**config.mk**
```make
export PLATFORM = sky130hd
export DESIGN_NAME = simple_axi_writer
export DESIGN_NICKNAME = d
export VERILOG_FILES = /design/src/rtl/axi_write_pkg.sv /design/src/rtl/simple_axi_writer.sv /design/src/rtl/axi_write_engine.sv /design/src/rtl/data_aligner.sv /design/src/rtl/transfer_planner.sv
export SDC_FILE = /design/constraint.sdc
export NUM_CORES = 1
export LEC_CHECK = 0
export BUFFER_PORTS_ARGS = -buffer_cell sky130_fd_sc_hd__buf_2
export CAP_MARGIN = 15
export CORE_MARGIN = 5
export CORE_UTILIZATION = 60
export DETAILED_ROUTE_END_ITERATION = 10
export PLACE_DENSITY = 0.84
export SLEW_MARGIN = 40
export SYNTH_ARGS = -nofsm -noshare
export SYNTH_HDL_FRONTEND = slang
export SYNTH_SLANG_ARGS = --single-unit
```
**constraint.sdc**
```tcl
create_clock -name clk_i -period 15.5 [get_ports clk_i]
set_clock_uncertainty 0.15 [all_clocks]
set_input_delay 3.875 -clock clk_i [delete_from_list [all_inputs] [get_ports clk_i]]
set_output_delay 3.875 -clock clk_i [all_outputs]
set_load 0.02 [all_outputs]
```
**src/rtl/axi_write_pkg.sv**
```systemverilog
package axi_write_pkg;

   localparam int addr_w     = 32;
   localparam int data_w     = 32;
   localparam int strb_w     = 4;
   localparam int offset_w   = 2;   // Byte lane select bits
   localparam int len_w      = 16;
   localparam int max_beats  = 16;  // INCR cap used by the planner
   localparam int boundary_w = 12;  // 4 KB

   // Fixed AW attributes
   localparam logic [2:0] axi_size       = 3'b010;
   localparam logic [1:0] axi_burst_incr = 2'b01;
   localparam logic [3:0] axi_cache      = 4'h2;
   localparam logic [2:0] axi_prot       = 3'b010;

   typedef logic [addr_w-1:0]   addr_t;
   typedef logic [data_w-1:0]   data_t;
   typedef logic [strb_w-1:0]   strb_t;
   typedef logic [len_w-1:0]    blen_t;
   typedef logic [7:0]          beat_cnt_t;
   typedef logic [offset_w-1:0] offset_t;

   typedef struct packed {
      addr_t     addr;
      beat_cnt_t len;
   } aw_req_t;

   typedef struct packed {
      data_t data;
      strb_t strb;
      logic  last;
   } w_beat_t;

   // Current burst as seen by the engine
   typedef struct packed {
      addr_t     addr;        // Word aligned
      beat_cnt_t awlen;
      strb_t     first_strb;
      strb_t     last_strb;
      logic      last_burst;
   } burst_plan_t;

   typedef enum logic [1:0] {
      IDLE,
      PLAN,
      ADDR,
      DATA
   } wr_state_e;

endpackage
```
**src/rtl/simple_axi_writer.sv**
```systemverilog
`timescale 1ns/1ps

module simple_axi_writer (
   input  logic                   clk_i,
   input  logic                   rst_i,
   input  logic                   m_wvalid_i,
   input  axi_write_pkg::addr_t   m_waddr_i,
   input  axi_write_pkg::blen_t   m_wlen_i,
   input  axi_write_pkg::data_t   m_wdata_i,
   input  logic                   axi_awready_i,
   input  logic                   axi_wready_i,
   output logic                   m_wready_o,
   output logic                   m_wlast_o,
   output axi_write_pkg::aw_req_t axi_aw_o,
   output logic                   axi_awvalid_o,
   output axi_write_pkg::w_beat_t axi_w_o,
   output logic                   axi_wvalid_o,
   output logic                   axi_bready_o
);

   axi_write_pkg::burst_plan_t plan;
   axi_write_pkg::data_t       aligned;
   axi_write_pkg::offset_t     offset;
   logic start;
   logic next_burst;
   logic consume;
   logic flush;

   assign axi_bready_o = 1'b1;  // Responses are dropped

   transfer_planner planner0 (
      .clk_i        (clk_i),
      .rst_i        (rst_i),
      .addr_i       (m_waddr_i),
      .len_i        (m_wlen_i),
      .start_i      (start),
      .next_burst_i (next_burst),
      .plan_o       (plan)
   );

   data_aligner aligner0 (
      .clk_i     (clk_i),
      .rst_i     (rst_i),
      .offset_i  (offset),
      .data_i    (m_wdata_i),
      .consume_i (consume),
      .flush_i   (flush),
      .data_o    (aligned)
   );

   axi_write_engine engine0 (
      .clk_i         (clk_i),
      .rst_i         (rst_i),
      .m_wvalid_i    (m_wvalid_i),
      .m_waddr_i     (m_waddr_i),
      .m_wlen_i      (m_wlen_i),
      .plan_i        (plan),
      .aligned_i     (aligned),
      .axi_awready_i (axi_awready_i),
      .axi_wready_i  (axi_wready_i),
      .m_wready_o    (m_wready_o),
      .m_wlast_o     (m_wlast_o),
      .start_o       (start),
      .next_burst_o  (next_burst),
      .offset_o      (offset),
      .consume_o     (consume),
      .flush_o       (flush),
      .axi_aw_o      (axi_aw_o),
      .axi_awvalid_o (axi_awvalid_o),
      .axi_w_o       (axi_w_o),
      .axi_wvalid_o  (axi_wvalid_o)
   );

endmodule

```
**src/rtl/axi_write_engine.sv**
```systemverilog
`timescale 1ns/1ps

module axi_write_engine (
   input  logic                       clk_i,
   input  logic                       rst_i,
   input  logic                       m_wvalid_i,
   input  axi_write_pkg::addr_t       m_waddr_i,
   input  axi_write_pkg::blen_t       m_wlen_i,
   input  axi_write_pkg::burst_plan_t plan_i,
   input  axi_write_pkg::data_t       aligned_i,
   input  logic                       axi_awready_i,
   input  logic                       axi_wready_i,
   output logic                       m_wready_o,
   output logic                       m_wlast_o,
   output logic                       start_o,
   output logic                       next_burst_o,
   output axi_write_pkg::offset_t     offset_o,
   output logic                       consume_o,
   output logic                       flush_o,
   output axi_write_pkg::aw_req_t     axi_aw_o,
   output logic                       axi_awvalid_o,
   output axi_write_pkg::w_beat_t     axi_w_o,
   output logic                       axi_wvalid_o
);

   axi_write_pkg::wr_state_e state;
   axi_write_pkg::aw_req_t   aw_q;
   axi_write_pkg::offset_t   offset_q;
   axi_write_pkg::beat_cnt_t beat_cnt;  // Beat within the burst
   axi_write_pkg::strb_t     strb;

   logic [axi_write_pkg::len_w:0]   len_sum;
   logic [axi_write_pkg::len_w-2:0] words_total;
   logic [axi_write_pkg::len_w-2:0] word_cnt;  // Client words taken so far

   logic awvalid_q;
   logic last_burst_q;
   logic first_beat;
   logic beat_last;
   logic w_fire;
   logic flush_beat;

   // Client words cover the length alone, from lane 0
   assign len_sum = {1'b0, m_wlen_i}
                  + (axi_write_pkg::len_w + 1)'(axi_write_pkg::strb_w - 1);

   always_ff @(posedge clk_i) begin
      if (start_o) begin
         offset_q    <= m_waddr_i[axi_write_pkg::offset_w-1:0];
         words_total <= len_sum[axi_write_pkg::len_w:axi_write_pkg::offset_w];
      end
      if (state == axi_write_pkg::PLAN) begin
         aw_q.addr <= plan_i.addr;
         aw_q.len  <= plan_i.awlen;
      end
   end

   always_ff @(posedge clk_i or posedge rst_i) begin
      if (rst_i) begin
         state        <= axi_write_pkg::IDLE;
         awvalid_q    <= 1'b0;
         last_burst_q <= 1'b0;
         first_beat   <= 1'b0;
         beat_cnt     <= '0;
         word_cnt     <= '0;
      end else begin
         case (state)
            axi_write_pkg::IDLE: begin
               if (m_wvalid_i) begin
                  word_cnt   <= '0;
                  first_beat <= 1'b1;
                  state      <= axi_write_pkg::PLAN;
               end
            end
            axi_write_pkg::PLAN: begin  // Planner output settled here
               awvalid_q    <= 1'b1;
               last_burst_q <= plan_i.last_burst;
               state        <= axi_write_pkg::ADDR;
            end
            axi_write_pkg::ADDR: begin
               if (axi_awready_i) begin
                  awvalid_q <= 1'b0;
                  beat_cnt  <= '0;
                  state     <= axi_write_pkg::DATA;
               end
            end
            axi_write_pkg::DATA: begin
               if (w_fire) begin
                  beat_cnt   <= beat_cnt + 8'd1;
                  first_beat <= 1'b0;
                  if (!flush_beat) begin
                     word_cnt <= word_cnt + 1'b1;
                  end
                  if (beat_last) begin
                     // Next burst needs a fresh plan
                     state <= last_burst_q ? axi_write_pkg::IDLE : axi_write_pkg::PLAN;
                  end
               end
            end
            default: state <= axi_write_pkg::IDLE;
         endcase
      end
   end

   assign start_o      = (state == axi_write_pkg::IDLE) && m_wvalid_i;
   assign next_burst_o = awvalid_q && axi_awready_i;

   // All client words in, one realigned beat still owed
   assign flush_beat = (state == axi_write_pkg::DATA) && (word_cnt == words_total);

   // Start raises both together to empty the aligner residue
   assign flush_o = flush_beat || start_o;

   assign axi_wvalid_o = (state == axi_write_pkg::DATA) && (m_wvalid_i || flush_beat);
   assign w_fire       = axi_wvalid_o && axi_wready_i;
   assign beat_last    = (beat_cnt == aw_q.len);

   assign consume_o  = (w_fire && !flush_beat) || start_o;
   assign m_wready_o = w_fire && !flush_beat;
   assign m_wlast_o  = w_fire && beat_last && last_burst_q;

   always_comb begin
      if (first_beat) begin
         strb = plan_i.first_strb;
      end else if (last_burst_q && beat_last) begin
         strb = plan_i.last_strb;
      end else begin
         strb = '1;
      end
   end

   always_comb begin
      axi_w_o.data = aligned_i;
      axi_w_o.strb = strb;
      axi_w_o.last = beat_last;
   end

   assign axi_aw_o      = aw_q;
   assign axi_awvalid_o = awvalid_q;
   assign offset_o      = offset_q;

endmodule

```
**src/rtl/data_aligner.sv**
```systemverilog
`timescale 1ns/1ps

module data_aligner (
   input  logic                   clk_i,
   input  logic                   rst_i,
   input  axi_write_pkg::offset_t offset_i,
   input  axi_write_pkg::data_t   data_i,
   input  logic                   consume_i,
   input  logic                   flush_i,
   output axi_write_pkg::data_t   data_o
);

   // Incoming word placed at its lane offset, spill in the upper half
   logic [2*axi_write_pkg::data_w-1:0] shifted;
   axi_write_pkg::data_t               residue;  // Lanes below offset only

   assign shifted = {{axi_write_pkg::data_w{1'b0}}, data_i} << {offset_i, 3'b000};

   always_ff @(posedge clk_i or posedge rst_i) begin
      if (rst_i) begin
         residue <= '0;
      end else if (consume_i && flush_i) begin
         residue <= '0;  // New transfer starts empty
      end else if (consume_i) begin
         residue <= shifted[2*axi_write_pkg::data_w-1:axi_write_pkg::data_w];
      end
   end

   always_comb begin
      if (flush_i) begin
         data_o = residue;  // Tail bytes with no new word
      end else begin
         data_o = shifted[axi_write_pkg::data_w-1:0] | residue;
      end
   end

endmodule

```
**src/rtl/transfer_planner.sv**
```systemverilog
`timescale 1ns/1ps

module transfer_planner (
   input  logic                       clk_i,
   input  logic                       rst_i,
   input  axi_write_pkg::addr_t       addr_i,
   input  axi_write_pkg::blen_t       len_i,
   input  logic                       start_i,
   input  logic                       next_burst_i,
   output axi_write_pkg::burst_plan_t plan_o
);

   // Beat counts of a whole transfer fit in len_w-1 bits
   logic [axi_write_pkg::len_w-2:0] remaining;
   logic [axi_write_pkg::len_w-2:0] burst_beats;
   logic [axi_write_pkg::len_w-2:0] total_beats;
   logic [axi_write_pkg::len_w:0]   span;

   // Words left before the 4 KB line ends, 1 to 1024
   logic [axi_write_pkg::boundary_w-axi_write_pkg::offset_w:0] to_boundary;

   axi_write_pkg::addr_t    cur_addr;
   axi_write_pkg::offset_t  start_off;
   axi_write_pkg::offset_t  end_off;
   axi_write_pkg::strb_t    head_mask;
   axi_write_pkg::strb_t    tail_mask;
   axi_write_pkg::strb_t    first_strb_q;
   axi_write_pkg::strb_t    last_strb_q;

   assign start_off = addr_i[axi_write_pkg::offset_w-1:0];
   assign end_off   = start_off + len_i[axi_write_pkg::offset_w-1:0];

   // Offset plus length, rounded up to whole words
   assign span = {1'b0, len_i}
               + (axi_write_pkg::len_w + 1)'(start_off)
               + (axi_write_pkg::len_w + 1)'(axi_write_pkg::strb_w - 1);
   assign total_beats = span[axi_write_pkg::len_w:axi_write_pkg::offset_w];

   always_comb begin
      head_mask = axi_write_pkg::strb_t'('1) << start_off;
      if (end_off == '0) begin
         tail_mask = '1;  // Ends on a word edge
      end else begin
         tail_mask = ~(axi_write_pkg::strb_t'('1) << end_off);
      end
   end

   always_ff @(posedge clk_i) begin
      if (start_i) begin
         last_strb_q <= tail_mask;
         if (total_beats == 1) begin
            first_strb_q <= head_mask & tail_mask;  // Single beat takes both edges
         end else begin
            first_strb_q <= head_mask;
         end
      end
   end

   always_ff @(posedge clk_i or posedge rst_i) begin
      if (rst_i) begin
         cur_addr  <= '0;
         remaining <= '0;
      end else if (start_i) begin
         cur_addr  <= {addr_i[axi_write_pkg::addr_w-1:axi_write_pkg::offset_w],
                       {axi_write_pkg::offset_w{1'b0}}};
         remaining <= total_beats;
      end else if (next_burst_i) begin
         cur_addr  <= cur_addr + (axi_write_pkg::addr_t'(burst_beats) << axi_write_pkg::offset_w);
         remaining <= remaining - burst_beats;
      end
   end

   assign to_boundary =
      (axi_write_pkg::boundary_w - axi_write_pkg::offset_w + 1)'(
         1 << (axi_write_pkg::boundary_w - axi_write_pkg::offset_w))
      - {1'b0, cur_addr[axi_write_pkg::boundary_w-1:axi_write_pkg::offset_w]};

   // Smallest of burst cap, remaining beats and room to the boundary
   always_comb begin
      burst_beats = (axi_write_pkg::len_w - 1)'(axi_write_pkg::max_beats);
      if (remaining < burst_beats) begin
         burst_beats = remaining;
      end
      if ((axi_write_pkg::len_w - 1)'(to_boundary) < burst_beats) begin
         burst_beats = (axi_write_pkg::len_w - 1)'(to_boundary);
      end
   end

   always_comb begin
      plan_o.addr       = cur_addr;
      plan_o.awlen      = axi_write_pkg::beat_cnt_t'(burst_beats - 1);
      plan_o.first_strb = first_strb_q;
      plan_o.last_strb  = last_strb_q;
      plan_o.last_burst = (remaining == burst_beats);
   end

endmodule

```
; ---- Word level (Yosys, flattened, before mapping)
; Index checks and enable logic that the tools add are counted.
[word_totals]
ff_bits = 172
in_bits = 85
[classes]
add_sub_neg = 10
n_lt_le_gt_ge = 2
n_eq_ne = 12
shifts = 3
mux = 31
bitwise_logic = 3
n_reduce_logical = 26
[ops]
columns = operator, count
row1 = 32-bit 2-to-1 mux, 5
row2 = 15-bit 2-to-1 mux, 7
row3 = 32-bit by 5-bit << shifter with 64-bit output, 1
row4 = 32-bit by 17-bit adder with 32-bit output, 1
row5 = 32-bit OR, 1
row6 = 15-bit == test, 2
row7 = 15-bit case mux with 2 select lines, 1
row8 = 16-bit by 2-bit adder with 17-bit output, 1
row9 = 16-bit by 2-bit adder with 17-bit output (second input constant), 1
row10 = 17-bit by 2-bit adder with 17-bit output (second input constant), 1
row11 = 4-bit 2-to-1 mux, 4
row12 = 8-bit 2-to-1 mux, 2
row13 = 8-bit case mux with 2 select lines, 1
row14 = 15-bit by 1-bit adder with 15-bit output (second input constant), 1
row15 = 15-bit by 1-bit == test with 1-bit output (second input constant), 1
row16 = 11-bit by 15-bit less-than comparator with 1-bit output, 1
row17 = 15-bit by 5-bit less-than comparator with 1-bit output (second input constant), 1
row18 = 15-bit subtractor, 1
row19 = 11-bit by 10-bit subtractor with 11-bit output (first input constant), 1
row20 = 1-bit logical AND, 10
row21 = 2-bit nonzero test, 5
row22 = 8-bit by 1-bit adder with 8-bit output (second input constant), 1
row23 = 8-bit == test, 1
row24 = 2-bit 2-to-1 mux, 4
row25 = 18 further kinds, 32

; ---- Logic depth before layout (Yosys ltp)
[logic_depth]
depth_word = 9
ltp_mapped = 24

; ---- By module
; From an unflattened synthesis, not the netlist that was laid out.
[unflattened]
cells_unflattened = 1161
area_unflattened_um2 = 11051.8
[modules_own_cells]
columns = module, n_inst, cells_per_inst, area_each_um2, seq_area_each_um2
row1 = transfer_planner, 1, 643, 5192.5, 1336.3
row2 = axi_write_engine, 1, 348, 4119.0, 2412.3
row3 = data_aligner, 1, 168, 1729.2, 600.6
row4 = simple_axi_writer, 1, 2, 11.3, 0.0

; ---- Least setup slack after synthesis
; No wires, ideal clock.
[synth_path]
path_kind = input -> output
from = input m_wvalid_i
to = output axi_w_o[10] (netlist name)
arrival_time_ns = 5.336
slack_ns = 6.139
cell_stages = 6
path_buffers = 1
path_cell_list = nand2_1 > clkinv_1 > or3_1 > clkbuf_1 > nor2_1 > a21o_1
[synth_rtl]
columns = element, line_no
row1 = start: declaration, simple_axi_writer.sv:6  ; input logic m_wvalid_i,
row2 = end: declaration, simple_axi_writer.sv:16  ; output axi_write_pkg::w_beat_t axi_w_o,

==> metrics.md <==
| Metric | Value |
|---|---|
| CP max-delay cell | nor2_1 |
| Input/output buffers | 163 |
| Post CTS Setup Buffer Count | 0 |
| Initial Util | 60.6% |
| Clock transition at path regs | 0.06 ns |
| Worst reg2reg path startpoint | planner0.cur_addr[2] |
| Via count | 8979 |
| Die area | 20100 µm² |
| Largest net degree at the start of global routing | 104 |
| Hold endpoint | aligner0.residue[13] |
| Most common cell after layout, fill and taps aside | buf_2 |
| Post-layout net count | 1404 |
| Post-route cell area | around 12000 µm² |
| Peak Freq | 0.0998 GHz |
| Global placement routability congestion | 0.970 |
| Overflow after GRT | 0 |
| Worst-path cell chain | buf_2 -> nand2_1 -> buf_4 -> clkinv_2 -> or3_1 -> nor2_1 -> a21o_1 -> buf_2 |
| Vias/cell | 5.97 |
| Crit start category | input pin |
| CTS Buf Count | 17 |
| Die H | 142 µm |
| Layout Area Growth over Synthesis | 16.2% |
| Core area | between 15000 and 20000 µm² |
| Worst Hold Class | reg2reg |
| Tcrit/Tclk final | 64.6% |
| Initial antenna violation count | 0 |
| FP Rows | 48 |
| CTS Sinks | around 160 |
| Delay-heaviest family, CP | simple AND/OR/NAND/NOR gates |
| Max-slew headroom | around 44% |
| First DRT Iteration DRCs | 655 |
| Tightest Pin Transition | 0.812 ns |
| Int Power | 1.49 mW |
| Clock Root Buffer | clkbuf_16 |
| RSZ-0062 raised after global routing | no |
| Ports | around 170 |
| Register area share after synthesis | 41.2% |
| Slew Limit Fails | 0 |
| #FFs+latches synth | 159 |
| Logic pwr share | between 50% and 60% |
| Buf+Inv Stages, Crit Path | 4 |
| Clock power share | 17.7% |
| Total GRT Usage | 26.2% |
| Worst stage delay on the critical path | 0.56 ns |
| First-pass detailed-route iteration total | 5 |
| Htree depth | 4 |
| Multi-input logic area | around 5800 µm² |
| Setup TNS | 0 ns |
| Switching part of the total power | a little over two fifths |
| WL/cell | 17.4 µm |
| Number of distinct library cells after synthesis | 71 |
| FF-to-FF path depth | 21 |
| Flop pwr share | between 20 and 30% |
| Number of global-route vias before repair | 8830 |
| Post-route ant nets | 0 |
| Reg-to-Reg End | planner0.cur_addr[18] |
| Worst VDD drop | 111 µV |
| Status | complete, no violations |
| Post-route minimum period | 10.02 ns |
| Top_reg_cell synth | dfrtp_1 |
| EDFF count, synth | between 60 and 70 |
| Most frequent cells in the layout | 163 x buf_2, 104 x nand2_1, 97 x dfrtp_1 |
| Area after DPL | ~11000 µm² |
| DRC | 0 |
| Syn_area_per_cell | 9.33 µm² |
| FFs w/ async S/R, synth | between 60% and 70% |
| R2r setup slk | 9.12 ns |
| Crit path capture type | output port |
| Crit path required time | 11.48 ns |
| Most frequent cell on the critical path | buf_2 |
| Post-detail-place hpwl | 18500 µm |
| Fill count | 1278 |
| Share of cells above drive strength 1 | roughly 18% |
| Maximum clock path buffer count | 2 |
| Storage element area | 4290 µm² |
| Hold Crit Start | aligner0.residue[13] |
| Max-Cap Viols | 0 |
| Synth Warn # | 0 |
| Worst skew pair latency | 0.43 ns |
| CTS tree | yes |
| Chip Width | roughly 140 µm |
| Leak | 5.35 nW |
| Post-cts resize count | 0 |
| CP Class | in2out |
| CTS Hold Bufs | 0 |
| Sw Pwr | 1.16 mW |
| PwrDens | 219 nW/µm² |
| Mapped Cells | ~1100 |
| Hold Path Depth | 2 |
| Final hold viol count | 0 |
| Setup-failing EPs final | 0 |
| Post-Route WL | around 26000 µm |
| Cell Area, Synth | about 10000 µm² |
| First-pass GRT wire length | 43200 µm |
| CP arrival | 6.00 ns |
| Crit Path Max Fanout | 27 |
## through the flow
stage	instances	power, mW	hold slack [ns]	utilization, %	setup WS [ns]
6_report	1503	2.65	0.330	70.4	5.48
5_1_grt	1502	2.85	0.360	70.4	5.30
4_1_cts	1502	2.63	0.334	70.3	5.48
2_1_floorplan	1129	1.81	0.294	-	6.14
3_3_place_gp	1470	2.10	0.311	66.3	5.43
3_5_place_dp	1470	2.14	0.320	66.5	5.49
## Yosys cell counts (all sizes together) (15+ instances only)
master | instances | area (µm²)
dfrtp | 97 | 2430
xnor2 | 67 | 594
and3 | 15 | 93.8
a211oi | 23 | 173
o21ai | 73 | 369
edfxtp | 62 | 1860
nor3 | 34 | 170
a21o | 34 | 255
xor2 | 40 | 350
a21oi | 49 | 245
mux2i | 31 | 314
nand2b | 15 | 93.8
nand3 | 39 | 195
nor2 | 90 | 340
inv | 46 | 173
ha | 52 | 651
nand2 | 105 | 402
clkbuf | 41 | 155
nand4 | 19 | 119
## per-layer routing
layer | wire (µm) | track usage [%] | share of wire, % | vias up
met3 | 2000 | 4.72 | 7.7 | 52
li1 | - | - | - | 4286
met5 | 0 | 0 | 0 | -
met4 | 595 | 9.49 | 2.3 | 0
met1 | 11100 | 35.6 | 43 | 4272
met2 | 12300 | 42.4 | 47 | 369
## layout make-up
class / count / area share, %
Antenna cell: 1 / 0.0207
Clock buffer: 17 / 3.52
Clock inverter: 15 / 1.93
Inverter: 47 / 1.49
Multi-Input combinational cell: 869 / 48.0
Sequential cell: 159 / 35.5
Tap cell: 225 / 2.33
Timing Repair Buffer: 170 / 7.24
## state kept, by name, indices dropped and copies added, names as in the netlist
name	count
aligner0.residue	24
engine0.axi_aw_o	38
engine0.axi_awvalid_o	1
engine0.beat_cnt	8
engine0.first_beat	1
engine0.last_burst_q	1
engine0.offset_o	2
engine0.state	2
engine0.word_cnt	15
engine0.words_total	15
planner0.cur_addr	30
planner0.first_strb_q	4
planner0.last_strb_q	3
planner0.remaining	15
## worst register-to-register path, delay by kind of cell, from the launching register on
kind	cells	cell delay, ns
XOR/XNOR	2	0.51
AO/OA/AOI/OAI	11	3.44
AND/OR/NAND/NOR	1	0.17
buffers and inverters	3	0.30
adder cells (fa/ha/maj)	4	1.21
flip-flops	1	0.50
## power by group through the flow
| stage | registers [mW] | clock network [mW] | logic [mW] |
|---|---|---|---|
| 6_report | 0.761 | 0.469 | 1.42 |
| 5_1_grt | 0.779 | 0.491 | 1.58 |
| 4_1_cts | 0.758 | 0.472 | 1.40 |
| 3_5_place_dp | 0.763 | 0 | 1.38 |
| 3_3_place_gp | 0.758 | 0 | 1.34 |
| 2_1_floorplan | 0.783 | 0 | 1.02 |
## worst max path at each step
stage	start	to	cells after the start
after floorplan	m_wvalid_i	axi_w_o[10]	6
after CTS	m_wvalid_i	axi_w_o[6]	8
after detailed placement	m_wvalid_i	axi_w_o[6]	8
after global routing	m_wvalid_i	axi_w_o[12]	8
after global placement	m_wvalid_i	axi_w_o[28]	8
final	m_wvalid_i	axi_w_o[6]	8
## cell families after synthesis
group / count (synthesis) / share of synthesized area [%]
other cells: 2 / 0.0722
flops: 159 / 41.2
fa+ha+maj: 56 / 6.94
simple gates: 374 / 17.4
buf+inv: 101 / 3.82
mux: 40 / 3.99
compound gates: 276 / 17.5
xor+xnor: 107 / 9.08
Note: power is estimated with default switching activity, not from simulation.
